$ cat src/qspinor_pkg.sv
package qspinor_pkg;

    localparam int addr_w = 24;
    localparam int bus_w  = 32;

    // lanes used by one phase
    typedef enum logic [1:0] {
        lane_x1 = 2'd0,
        lane_x2 = 2'd1,
        lane_x4 = 2'd2
    } lane_w_e;

    // digits are cmd / addr+dummy / data lanes
    typedef enum logic [2:0] {
        mode_111 = 3'd0,
        mode_112 = 3'd1,
        mode_114 = 3'd2,
        mode_122 = 3'd3,
        mode_144 = 3'd4,
        mode_222 = 3'd5,
        mode_444 = 3'd6
    } read_mode_e;

    typedef enum logic [1:0] {
        acc_1b = 2'd0,
        acc_2b = 2'd1,
        acc_4b = 2'd2
    } acc_e;

    typedef enum logic [1:0] {
        op_tx  = 2'd0,
        op_rx  = 2'd1,
        op_dmy = 2'd2
    } shift_op_e;

    typedef struct packed {
        logic [addr_w-1:0] addr;
        acc_e              acc;
    } bus_req_t;

    typedef struct packed {
        read_mode_e  mode;
        logic [7:0]  cmd_octet;
        logic [3:0]  dmy_cnt;
        logic        dmy_dir;     // 1 drives the pins
        logic [3:0]  dmy_pattern;
    } nor_cfg_t;

    typedef struct packed {
        shift_op_e   op;
        lane_w_e     width;
        logic [7:0]  tx_byte;
        logic        dmy_dir;
        logic [3:0]  dmy_pattern;
    } shift_cmd_t;

    typedef struct packed {
        logic        csb;
        logic        sclk;
        logic [3:0]  dir;         // 1 is output
        logic [3:0]  mosi;
    } qspi_out_t;

endpackage

$ cat src/qspinor_bus_port.sv
module qspinor_bus_port (
    input  logic                  clk,
    input  logic                  rstn,
    input  logic                  req,
    input  logic                  w_rb,
    input  qspinor_pkg::bus_req_t bus_req,
    input  logic                  busy,
    output logic                  fault,
    output logic                  start,
    output qspinor_pkg::bus_req_t latched
);

    logic invld_wr;
    logic invld_acc;
    logic invld;
    logic in_prog;
    logic accept;

    assign invld_wr  = w_rb;    // read-only port
    assign invld_acc = (bus_req.addr[0] && bus_req.acc != qspinor_pkg::acc_1b) ||
                       (bus_req.addr[1:0] == 2'd2 && bus_req.acc == qspinor_pkg::acc_4b);
    assign invld     = invld_wr | invld_acc;

    // start cycle counts as busy, the sequencer is still idle there
    assign in_prog = busy | start;
    assign fault   = req & ~in_prog & invld;
    assign accept  = req & ~in_prog & ~invld;

    always_ff @(posedge clk) begin
        if (!rstn) begin
            start <= 1'b0;
        end else begin
            start <= accept;
        end
    end

    always_ff @(posedge clk) begin
        if (accept) begin
            latched <= bus_req;
        end
    end

    a_no_start_busy: assert property (@(posedge clk) disable iff (!rstn)
        start |-> !busy);

endmodule

$ cat src/qspinor_read_seq.sv
module qspinor_read_seq (
    input  logic                              clk,
    input  logic                              rstn,
    input  logic                              start,
    input  qspinor_pkg::bus_req_t             latched,
    input  qspinor_pkg::nor_cfg_t             cfg,
    input  logic                              shift_done,
    input  logic [7:0]                        rx_byte,
    output logic                              busy,
    output logic                              resp,
    output logic [qspinor_pkg::bus_w-1:0]     rdata,
    output logic                              shift_req,
    output qspinor_pkg::shift_cmd_t           cmd,
    output logic                              csb
);

    typedef enum logic [2:0] {
        s_idle, s_wait, s_prep, s_cmd, s_addr, s_dummy, s_data
    } state_e;

    state_e state, next_state;
    logic [3:0] cnt, next_cnt;     // addr bytes, dummy clocks or data bytes left
    qspinor_pkg::lane_w_e cmd_lane, adr_lane, dat_lane;
    logic [1:0] last_idx;
    logic [1:0] byte_idx;

    always_comb begin
        case (cfg.mode)
            qspinor_pkg::mode_444: begin
                cmd_lane = qspinor_pkg::lane_x4;
                adr_lane = qspinor_pkg::lane_x4;
                dat_lane = qspinor_pkg::lane_x4;
            end
            qspinor_pkg::mode_222: begin
                cmd_lane = qspinor_pkg::lane_x2;
                adr_lane = qspinor_pkg::lane_x2;
                dat_lane = qspinor_pkg::lane_x2;
            end
            qspinor_pkg::mode_144: begin
                cmd_lane = qspinor_pkg::lane_x1;
                adr_lane = qspinor_pkg::lane_x4;
                dat_lane = qspinor_pkg::lane_x4;
            end
            qspinor_pkg::mode_122: begin
                cmd_lane = qspinor_pkg::lane_x1;
                adr_lane = qspinor_pkg::lane_x2;
                dat_lane = qspinor_pkg::lane_x2;
            end
            qspinor_pkg::mode_114: begin
                cmd_lane = qspinor_pkg::lane_x1;
                adr_lane = qspinor_pkg::lane_x1;
                dat_lane = qspinor_pkg::lane_x4;
            end
            qspinor_pkg::mode_112: begin
                cmd_lane = qspinor_pkg::lane_x1;
                adr_lane = qspinor_pkg::lane_x1;
                dat_lane = qspinor_pkg::lane_x2;
            end
            default: begin
                cmd_lane = qspinor_pkg::lane_x1;
                adr_lane = qspinor_pkg::lane_x1;
                dat_lane = qspinor_pkg::lane_x1;
            end
        endcase
    end

    assign last_idx = (latched.acc == qspinor_pkg::acc_4b) ? 2'd3 :
                      (latched.acc == qspinor_pkg::acc_2b) ? 2'd1 : 2'd0;

    // next state, plus the unit handed to the shifter this cycle
    always_comb begin
        next_state      = state;
        next_cnt        = cnt;
        shift_req       = 1'b0;
        cmd.op          = qspinor_pkg::op_tx;
        cmd.width       = cmd_lane;
        cmd.tx_byte     = cfg.cmd_octet;
        cmd.dmy_dir     = cfg.dmy_dir;
        cmd.dmy_pattern = cfg.dmy_pattern;
        case (state)
            s_idle: begin
                if (start) begin
                    next_state = s_wait;
                    next_cnt   = 4'd1;
                end
            end
            s_wait: begin
                if (cnt == 4'd0) begin
                    next_state = s_prep;
                end else begin
                    next_cnt = cnt - 4'd1;
                end
            end
            s_prep: begin
                shift_req  = 1'b1;       // command octet
                next_state = s_cmd;
            end
            default: begin
                if (shift_done) begin
                    if ((state == s_cmd) || (state == s_addr && cnt != 4'd0)) begin
                        next_state  = s_addr;
                        next_cnt    = (state == s_cmd) ? 4'd2 : cnt - 4'd1;
                        shift_req   = 1'b1;
                        cmd.width   = adr_lane;
                        cmd.tx_byte = latched.addr[8*next_cnt[1:0] +: 8];  // high byte first
                    end else if ((state == s_addr && cfg.dmy_cnt != 4'd0) ||
                                 (state == s_dummy && cnt != 4'd1)) begin
                        next_state = s_dummy;
                        next_cnt   = (state == s_addr) ? cfg.dmy_cnt : cnt - 4'd1;
                        shift_req  = 1'b1;
                        cmd.op     = qspinor_pkg::op_dmy;
                        cmd.width  = adr_lane;
                    end else if (state != s_data || cnt != 4'd0) begin
                        next_state = s_data;
                        next_cnt   = (state == s_data) ? cnt - 4'd1 : {2'b00, last_idx};
                        shift_req  = 1'b1;
                        cmd.op     = qspinor_pkg::op_rx;
                        cmd.width  = dat_lane;
                    end else begin
                        next_state = s_idle;    // last data byte in
                        next_cnt   = 4'd0;
                    end
                end
            end
        endcase
    end

    always_ff @(posedge clk) begin
        if (!rstn) begin
            state <= s_idle;
            cnt   <= 4'd0;
            resp  <= 1'b0;
            csb   <= 1'b1;
        end else begin
            state <= next_state;
            cnt   <= next_cnt;
            resp  <= (state == s_data) && (next_state == s_idle);
            if (next_state == s_idle) begin
                csb <= 1'b1;
            end else if (state == s_wait) begin
                csb <= 1'b0;
            end
        end
    end

    assign busy     = (state != s_idle);
    assign byte_idx = last_idx - cnt[1:0];    // little endian fill

    always_ff @(posedge clk) begin
        if (start) begin
            rdata <= '0;
        end else if (state == s_data && shift_done) begin
            rdata[8*byte_idx +: 8] <= rx_byte;
        end
    end

    a_req_cs_low: assert property (@(posedge clk) disable iff (!rstn)
        shift_req |-> !csb);
    a_resp_pulse: assert property (@(posedge clk) disable iff (!rstn)
        resp |=> !resp);

endmodule

$ cat src/qspinor_shifter.sv
module qspinor_shifter #(
    parameter bit sclk_idle_high = 1'b0
) (
    input  logic                      clk,
    input  logic                      rstn,
    input  logic                      shift_req,
    input  qspinor_pkg::shift_cmd_t   cmd,
    input  logic                      csb,
    input  logic [3:0]                miso,
    output logic                      shift_done,
    output logic [7:0]                rx_byte,
    output qspinor_pkg::qspi_out_t    qspi
);

    typedef enum logic [1:0] {
        st_idle, st_tx, st_rx, st_dmy
    } state_e;

    state_e state;
    logic [3:0] cnt;               // odd is low phase, even is high phase
    logic [3:0] load_cnt;
    logic unit_end;
    qspinor_pkg::shift_cmd_t unit; // held for the whole unit
    logic [6:0] rx_sh;

    assign unit_end = (state == st_idle) || (cnt == 4'd0);

    always_comb begin
        case (cmd.width)
            qspinor_pkg::lane_x1: load_cnt = 4'd15;
            qspinor_pkg::lane_x2: load_cnt = 4'd7;
            default:              load_cnt = 4'd3;
        endcase
        if (cmd.op == qspinor_pkg::op_dmy) begin
            load_cnt = 4'd1;       // one clock
        end
    end

    always_ff @(posedge clk) begin
        if (!rstn) begin
            state      <= st_idle;
            cnt        <= 4'd0;
            shift_done <= 1'b0;
        end else begin
            shift_done <= (state != st_idle) && (cnt == 4'd1);
            if (!unit_end) begin
                cnt <= cnt - 4'd1;
            end else if (shift_req) begin
                cnt <= load_cnt;
                case (cmd.op)
                    qspinor_pkg::op_tx: state <= st_tx;
                    qspinor_pkg::op_rx: state <= st_rx;
                    default:            state <= st_dmy;
                endcase
            end else begin
                state <= st_idle;
            end
        end
    end

    always_ff @(posedge clk) begin
        if (shift_req && unit_end) begin
            unit <= cmd;
        end
    end

    // earlier groups, taken in the high phase
    always_ff @(posedge clk) begin
        if (state == st_rx && !cnt[0]) begin
            case (unit.width)
                qspinor_pkg::lane_x1: rx_sh <= {rx_sh[5:0], miso[1]};
                qspinor_pkg::lane_x2: rx_sh <= {rx_sh[4:0], miso[1:0]};
                default:              rx_sh <= {rx_sh[2:0], miso};
            endcase
        end
    end

    // last group comes straight off the pins in the shift_done cycle
    always_comb begin
        case (unit.width)
            qspinor_pkg::lane_x1: rx_byte = {rx_sh[6:0], miso[1]};
            qspinor_pkg::lane_x2: rx_byte = {rx_sh[5:0], miso[1:0]};
            default:              rx_byte = {rx_sh[3:0], miso};
        endcase
    end

    always_comb begin
        qspi.csb  = csb;
        qspi.sclk = (state == st_idle) ? sclk_idle_high : ~cnt[0];
        qspi.dir  = 4'b0000;
        qspi.mosi = 4'b0000;
        case (state)
            st_tx: begin
                case (unit.width)
                    qspinor_pkg::lane_x1: begin
                        qspi.dir  = 4'b0001;
                        qspi.mosi = {3'b000, unit.tx_byte[cnt[3:1]]};
                    end
                    qspinor_pkg::lane_x2: begin
                        qspi.dir  = 4'b0011;
                        qspi.mosi = {2'b00, unit.tx_byte[{cnt[2:1], 1'b0} +: 2]};
                    end
                    default: begin
                        qspi.dir  = 4'b1111;
                        qspi.mosi = unit.tx_byte[{cnt[1], 2'b00} +: 4];
                    end
                endcase
            end
            st_dmy: begin
                qspi.mosi = unit.dmy_pattern;
                if (unit.dmy_dir) begin
                    qspi.dir = 4'b1111;
                end
            end
            default: begin
                qspi.dir = 4'b0000;
            end
        endcase
    end

    a_no_mid_unit_req: assert property (@(posedge clk) disable iff (!rstn)
        shift_req |-> unit_end);

endmodule

$ cat src/qspinor_top.sv
module qspinor_top #(
    parameter bit sclk_idle_high = 1'b0
) (
    input  logic                           clk,
    input  logic                           rstn,
    input  logic                           req,
    input  logic                           w_rb,
    input  qspinor_pkg::bus_req_t          bus_req,
    output logic [qspinor_pkg::bus_w-1:0]  rdata,
    output logic                           resp,
    output logic                           fault,
    input  qspinor_pkg::nor_cfg_t          cfg,
    output qspinor_pkg::qspi_out_t         qspi,
    input  logic [3:0]                     miso
);

    logic                    start;
    logic                    busy;
    qspinor_pkg::bus_req_t   latched;
    logic                    shift_req;
    qspinor_pkg::shift_cmd_t cmd;
    logic                    csb;
    logic                    shift_done;
    logic [7:0]              rx_byte;

    qspinor_bus_port i_bus_port (
        .clk     (clk),
        .rstn    (rstn),
        .req     (req),
        .w_rb    (w_rb),
        .bus_req (bus_req),
        .busy    (busy),
        .fault   (fault),
        .start   (start),
        .latched (latched)
    );

    qspinor_read_seq i_read_seq (
        .clk        (clk),
        .rstn       (rstn),
        .start      (start),
        .latched    (latched),
        .cfg        (cfg),
        .shift_done (shift_done),
        .rx_byte    (rx_byte),
        .busy       (busy),
        .resp       (resp),
        .rdata      (rdata),
        .shift_req  (shift_req),
        .cmd        (cmd),
        .csb        (csb)
    );

    qspinor_shifter #(
        .sclk_idle_high (sclk_idle_high)
    ) i_shifter (
        .clk        (clk),
        .rstn       (rstn),
        .shift_req  (shift_req),
        .cmd        (cmd),
        .csb        (csb),
        .miso       (miso),
        .shift_done (shift_done),
        .rx_byte    (rx_byte),
        .qspi       (qspi)
    );

endmodule

$ cat config.mk
export PLATFORM = sky130hd
export DESIGN_NAME = qspinor_top
export DESIGN_NICKNAME = d
export VERILOG_FILES = /design/src/qspinor_pkg.sv /design/src/qspinor_bus_port.sv /design/src/qspinor_read_seq.sv /design/src/qspinor_shifter.sv /design/src/qspinor_top.sv
export SDC_FILE = /design/constraint.sdc
export NUM_CORES = 1
export LEC_CHECK = 0
export ABC_CLOCK_PERIOD_IN_PS = 8900
export BUFFER_PORTS_ARGS = -buffer_cell sky130_fd_sc_hd__buf_4
export CAP_MARGIN = 20
export CORE_MARGIN = 2
export CORE_UTILIZATION = 45
export DETAILED_ROUTE_END_ITERATION = 10
export HOLD_SLACK_MARGIN = 0.06
export PLACE_DENSITY = 0.65
export SLEW_MARGIN = 20
export SYNTH_ARGS = -nofsm -noshare
export SYNTH_HDL_FRONTEND = slang
export SYNTH_HIERARCHICAL = 1
export SYNTH_SLANG_ARGS = --single-unit
$ cat constraint.sdc
create_clock -name clk -period 8.9 [get_ports clk]
set_clock_uncertainty 0.1 [all_clocks]
set_input_delay 0.89 -clock clk [delete_from_list [all_inputs] [get_ports clk]]
set_output_delay 0.89 -clock clk [all_outputs]
set_load 0.01 [all_outputs]
======== Word level (Yosys, flattened, before mapping) ========
Index checks and enable logic that the tools add are counted.
storage, ports and cells
  input bits .............................. 54
  register bits after elaboration ......... 97
  output and inout bits ................... 44
cells by class
  bitwise gates (word level) .............. 10
  equality and inequality tests ........... 29
  $lt $le $gt $ge ......................... 1
  add/sub/neg operators ................... 4
  reduce and logical (&&, ||, !) cells .... 38
  shift-type cells ........................ 5
  muxes and demuxes ....................... 50
operators by type and width
  kind                                                    number
  2-to-1 mux 4 bit                                        14
  negator 5 -> 34 bit                                     1
  variable shift 8 x 34 -> 32 bit (first input constant)  1
  indexed part select 8 x 34 -> 32 bit                    1
  bitwise mux 32 bit                                      1
  case mux 8 bit (2 select lines)                         2
  2-to-1 mux 12 bit                                       2
  case mux 4 bit (2 select lines)                         3
  indexed part select 24 x 6 -> 8 bit                     1
  2-to-1 mux 3 bit                                        7
  == test 3 bit (second input constant)                   6
  case mux 2 bit (2 select lines)                         4
  case mux 7 bit (2 select lines)                         1
  == test 2 bit (second input constant)                   6
  == test 3 x 2 -> 1 bit (second input constant)          4
  case mux 4 bit (3 select lines)                         1
  == test 2 x 1 -> 1 bit (second input constant)          5
  logical AND 1 bit                                       10
  case mux 3 bit (3 select lines)                         1
  OR reduction 3 bit                                      3
  zero test 2 bit                                         4
  zero test 4 bit                                         2
  2-to-1 mux 2 bit                                        4
  2-to-1 mux 8 bit                                        1
  other kinds (25)                                        52

======== Longest topological paths before layout ========
  word-level depth ........................ 13
  depth in mapped cells ................... 11
  gate-level depth less buffers ........... 10

======== Hierarchy ========
Netlist, hierarchy kept.
modules (own cells, without submodules)
  module            times used  area an instance (µm²)  cells each  sequential area each (µm²)
  qspinor_read_seq  1           2563.7                  334         820.8
  qspinor_shifter   1           1530.2                  137         800.8
  qspinor_bus_port  1           865.8                   37          800.8

======== Worst setup path after synthesis ========
No wires, ideal clock.
  path kind ............................... flip-flop to flip-flop
  start ................................... reg i_read_seq.state[2]
  end ..................................... reg, netlist name i_bus_port/latched[0]
  setup time .............................. 0.409 ns
  data arrival time ....................... 2.318 ns
  required time ........................... 8.391 ns
  path buffers ............................ 2
  stages on the path, launching flop included .. 7
  slack ................................... 6.073 ns
  cells stage by stage .................... dfxtp_1 > buf_4 > clkbuf_1 > or3_1 > nor2_1 > nand2_1 > nor2_1
on the way
  longest elaborated chain between the ends .. 5
ends and longest elaborated chain
  item                    RTL line                 text
  from (decl)             qspinor_read_seq.sv:21   state_e state, next_state;
  from (signal assigned)  qspinor_read_seq.sv:130  state <= s_idle;
  from (signal assigned)  qspinor_read_seq.sv:135  state <= next_state;
  nonzero test 3 bit      qspinor_read_seq.sv:146  assign busy = (state != s_idle);
  net busy                qspinor_top.sv:18        logic busy;
  OR 1 bit                qspinor_bus_port.sv:25   assign in_prog = busy | start;
  NOT 1 bit               qspinor_bus_port.sv:27   assign accept = req & ~in_prog & ~invld;
  AND 1 bit (2 in a row)  qspinor_bus_port.sv:27
  net i_bus_port.accept   qspinor_bus_port.sv:17   logic accept;
The timed path passes the listed nets, and every way through them passes these cells.
A chain may end at the register's enable or synchronous reset.

======== Final worst setup path ========
  start ................................... reg i_read_seq.cnt[0]
  end ..................................... reg i_shifter/unit[4] in the netlist's numbering, enable pin
on the way
  longest elaborated chain between the ends .. 8
ends and longest elaborated chain
  item                                                                 RTL line                                                                   text
  from (decl)                                                          qspinor_read_seq.sv:22                                                     logic [3:0] cnt, next_cnt;
  from (signal assigned)                                               qspinor_read_seq.sv:136                                                    cnt <= next_cnt;
  nonzero test 4 bit / != test 4 x 1 -> 1 bit (equally long branches)  qspinor_read_seq.sv:100, qspinor_read_seq.sv:113, qspinor_read_seq.sv:107
  logical OR 1 bit / logical AND 1 bit (equally long branches)         qspinor_read_seq.sv:113, qspinor_read_seq.sv:107
  2-to-1 mux 1 bit / logical OR 1 bit (equally long branches)          qspinor_read_seq.sv:113, qspinor_read_seq.sv:106
  2-to-1 mux 1 bit                                                     qspinor_read_seq.sv:106                                                    end else if ((state == s_addr && cfg.dmy_cnt != 4'd0) ||
  2-to-1 mux 1 bit (*)                                                 qspinor_read_seq.sv:100                                                    if ((state == s_cmd) || (state == s_addr && cnt != 4'd0)) begin
  2-to-1 mux 1 bit (*)                                                 qspinor_read_seq.sv:99                                                     if (shift_done) begin
  case mux 1 bit (2 select lines) (*)                                  qspinor_read_seq.sv:80                                                     case (state)
  net shift_req                                                        qspinor_top.sv:20                                                          logic shift_req;
  logical AND 1 bit (*)                                                qspinor_shifter.sv:62                                                      if (shift_req && unit_end) begin
  to (signal assigned)                                                 qspinor_shifter.sv:63                                                      unit <= cmd;
  to (decl)                                                            qspinor_shifter.sv:23                                                      qspinor_pkg::shift_cmd_t unit;
The timed path passes the listed nets; every way through them passes the cells marked *.

==> reports/metrics.cfg <==
[critical_path]
path_common_cell = o21ai_0
cp_max_fo = 16
crit_path_start_kind = register
cp_num_buf_inv = 2
critPathKind = reg2reg
crit_chain = inv_1, ha_1, or3b_1, o21ai_0, o21ai_0, clkbuf_2, and2_1
regToRegSetupSlack_ps = 5710
r2r_end = i_shifter/unit[4]
crit_slowest_cell = dfxtp_1
slowest_delay_ps = 670
required_ps = 8800
reg2reg_depth = 7
cp-end-kind = register
critPathTopFamily = simple AND/OR/NAND/NOR gates
reg2reg_from = i_read_seq/cnt[0]
crit_arrival_ps = 3090

[cells_and_area]
drive_above_1_share_pct = 24.2
final_cell_area_um2 = 5840
diodes = 0
fin_nets = 642
n_fill_cell = 999
syn_to_final_growth_pct = 17.8

[job]
cap_violations = 0

[global_route]
grt_pass1_vias = 3848
antenna_found_initial = 0
grt-ovfl-total = 0
grt_start_max_net_pins = 35
grt_pass1_wl_um = 18700
track_usage_pct = 19.9

[placed_design]
placed_cell_area_um2 = 5660
place_congestion = 0.883
portBuffers = 97
dp_hpwl_um = 8440
place_ws_ps = 5720

[min_path]
hold_start = i_read_seq/rdata[24]
min_path_type = reg2reg
hold_end = i_read_seq/rdata[24]
hold_depth = 2

[clock_tree]
cts_max_path_buffers = 2
numCtsBuffers = 9
clock_latency_ps = 370
cts-resized-gates = 0
cts.sinks = 97
cts_setup_buffers = 0
clock-root-buffer = clkbuf_8
clk_pin_slew_ps = 100
ctsHtreeMaxLevel = 3
cts_hold_buf = 0
cts_tree = yes

[timing]
max_freq_mhz = 314
rsz0062_at_grt = false
layout_setup_ws_ps = 5710
post-route-period-util_pct = 35.8
min_period_ps = 3190
timing.slew.headroom_pct = 40.3
hold_violations = 0
tns_ps = 0
timing.hold.ws_ps = 357
report.final.slew_viol_count = 0
setup_viol = 0
tightest_slew_ps = 889

[synth]
syn_inst = 508
async_flop_share_pct = 0
syn-cell-area_um2 = 4960
syn_nets = 572
synth_edf_count = 48
syn_area_per_cell_um2 = 9.76
ys_ff_latch = 97
yosysSeqAreaShare_pct = 48.8
ys_types = 76
ys.flop_type = dfxtp_1
yosys_warnings = 6

[floorplan]
core-area_um2 = 10800
rows = 38
pin_count = 98
die_area_um2 = 11900
fp.dieW_um = 109
start_util_pct = 46.0
die_height_um = 109

[drt]
via_count = 4107
ant_nets = 0
routed_wl_um = 11500
first_pass_iters = 5
drt_iter0_drc = 304
vias_per_cell = 5.68
post-route-drc-count = 0
wl_per_cell_um = 16.0

[pwr]
power_mw = 1.57
p_per_area_nw_per_um2 = 269
p_leak_nw = 2.21
vdd_drop_max_v = 0.000121

[outcome]
status = complete, no violations

worst max-delay path by stage:
stage	cells after the start	to	slack [ps]	start
after floorplan	6	i_bus_port/latched[0]	6070	i_read_seq/state[2]
after global placement	6	i_shifter/unit[0]	5840	i_read_seq/cnt[0]
after detailed placement	6	i_shifter/unit[4]	5720	i_read_seq/cnt[0]
after CTS	6	i_shifter/unit[4]	5690	i_read_seq/cnt[0]
after global routing	7	i_shifter/unit[0]	5450	i_read_seq/cnt[0]
final	7	i_shifter/unit[4]	5710	i_read_seq/cnt[0]
Yosys cell counts (all sizes together) (4+ instances only):
library cell	n	area (µm²)
a21oi	44	224
a222oi	7	70.1
a31oi	8	50.1
and3	5	31.3
buf	25	170
clkbuf	17	68.8
dfxtp	49	981
edfxtp	48	1440
ha	10	125
inv	15	56.3
mux2i	14	140
nand2	72	270
nand2b	4	32.5
nand3	36	180
nand3b	4	30.0
nand4	9	56.3
nor2	21	83.8
nor2b	6	52.6
nor3	10	55.1
o211ai	4	30.0
o21a	4	30.0
o21ai	25	133
o2bb2ai	10	87.6
or3b	4	40.0
xnor2	4	35.0
sequential cells by signal, indices dropped and copies added, names as in the netlist:
name and count:
i_read_seq/rdata 32, i_bus_port/latched 26, i_shifter/unit 15, i_shifter/rx_sh 7
i_read_seq/cnt 4, i_shifter/cnt 4, i_read_seq/state 3, i_shifter/state 2
i_bus_port/start 1, i_read_seq/csb 1, i_read_seq/resp 1, i_shifter/shift_done 1
per-stage QoR:
stage | utilization, % | cells
floorplan | - | 508
CTS | 54.1 | 722
finish | 54.2 | 723
global route | 54.2 | 723
global placement | 52.3 | 705
detailed placement | 52.4 | 706
where the power goes:
part | total, mW | switching, mW | internal, mW
Clock | 0.269 | 0.162 | 0.107
Sequential | 0.664 | 0.108 | 0.557
Combinational | 0.639 | 0.358 | 0.281
final cells by class:
class	instances	area, µm²	share of cell area (%)
inverter	15	56.3	0.963
timing repair buffer	101	763	13.1
multi-input combinational	354	2240	38.4
clock inverter	7	58.8	1.01
clock buffer	9	124	2.12
sequential	97	2420	41.4
tap	140	175	3.00
per-layer routing:
| layer | vias up | routed length [µm] | share of wire [%] | GRT usage [%] |
|---|---|---|---|---|
| met2 | 153 | 5570 | 48 | 33.3 |
| met4 | 0 | 116 | 1.0 | 7.05 |
| met1 | 1921 | 5060 | 44 | 25.4 |
| li1 | 2020 | - | - | - |
| met3 | 13 | 788 | 6.8 | 4.30 |
| met5 | - | 0 | 0 | 0 |
worst min-delay path, cell delays in order (launching register included):
cell     delay [ps]
dfxtp_1         320
nand2_1          50
a21oi_1          50
logic make-up after synthesis:
kind of cell / after synthesis / synth area share (%)
fa+ha+maj: 10 / 2.52
flops: 97 / 48.8
xor+xnor: 4 / 0.706
mux: 17 / 3.73
buf+inv: 57 / 5.95
compound gates: 134 / 18.3
simple gates: 189 / 19.9
placed cells by master (no fill, tap or decap), types with 13 or more instances in the layout:
cell,synthesis,layout
a21oi_1,43,43
buf_4,8,99
dfxtp_1,49,49
edfxtp_1,48,48
inv_1,13,13
mux2i_1,14,14
nand2_1,72,72
nand3_1,36,36
nor2_1,19,18
o21ai_1,17,17
Power figures use the tool's default switching activity.
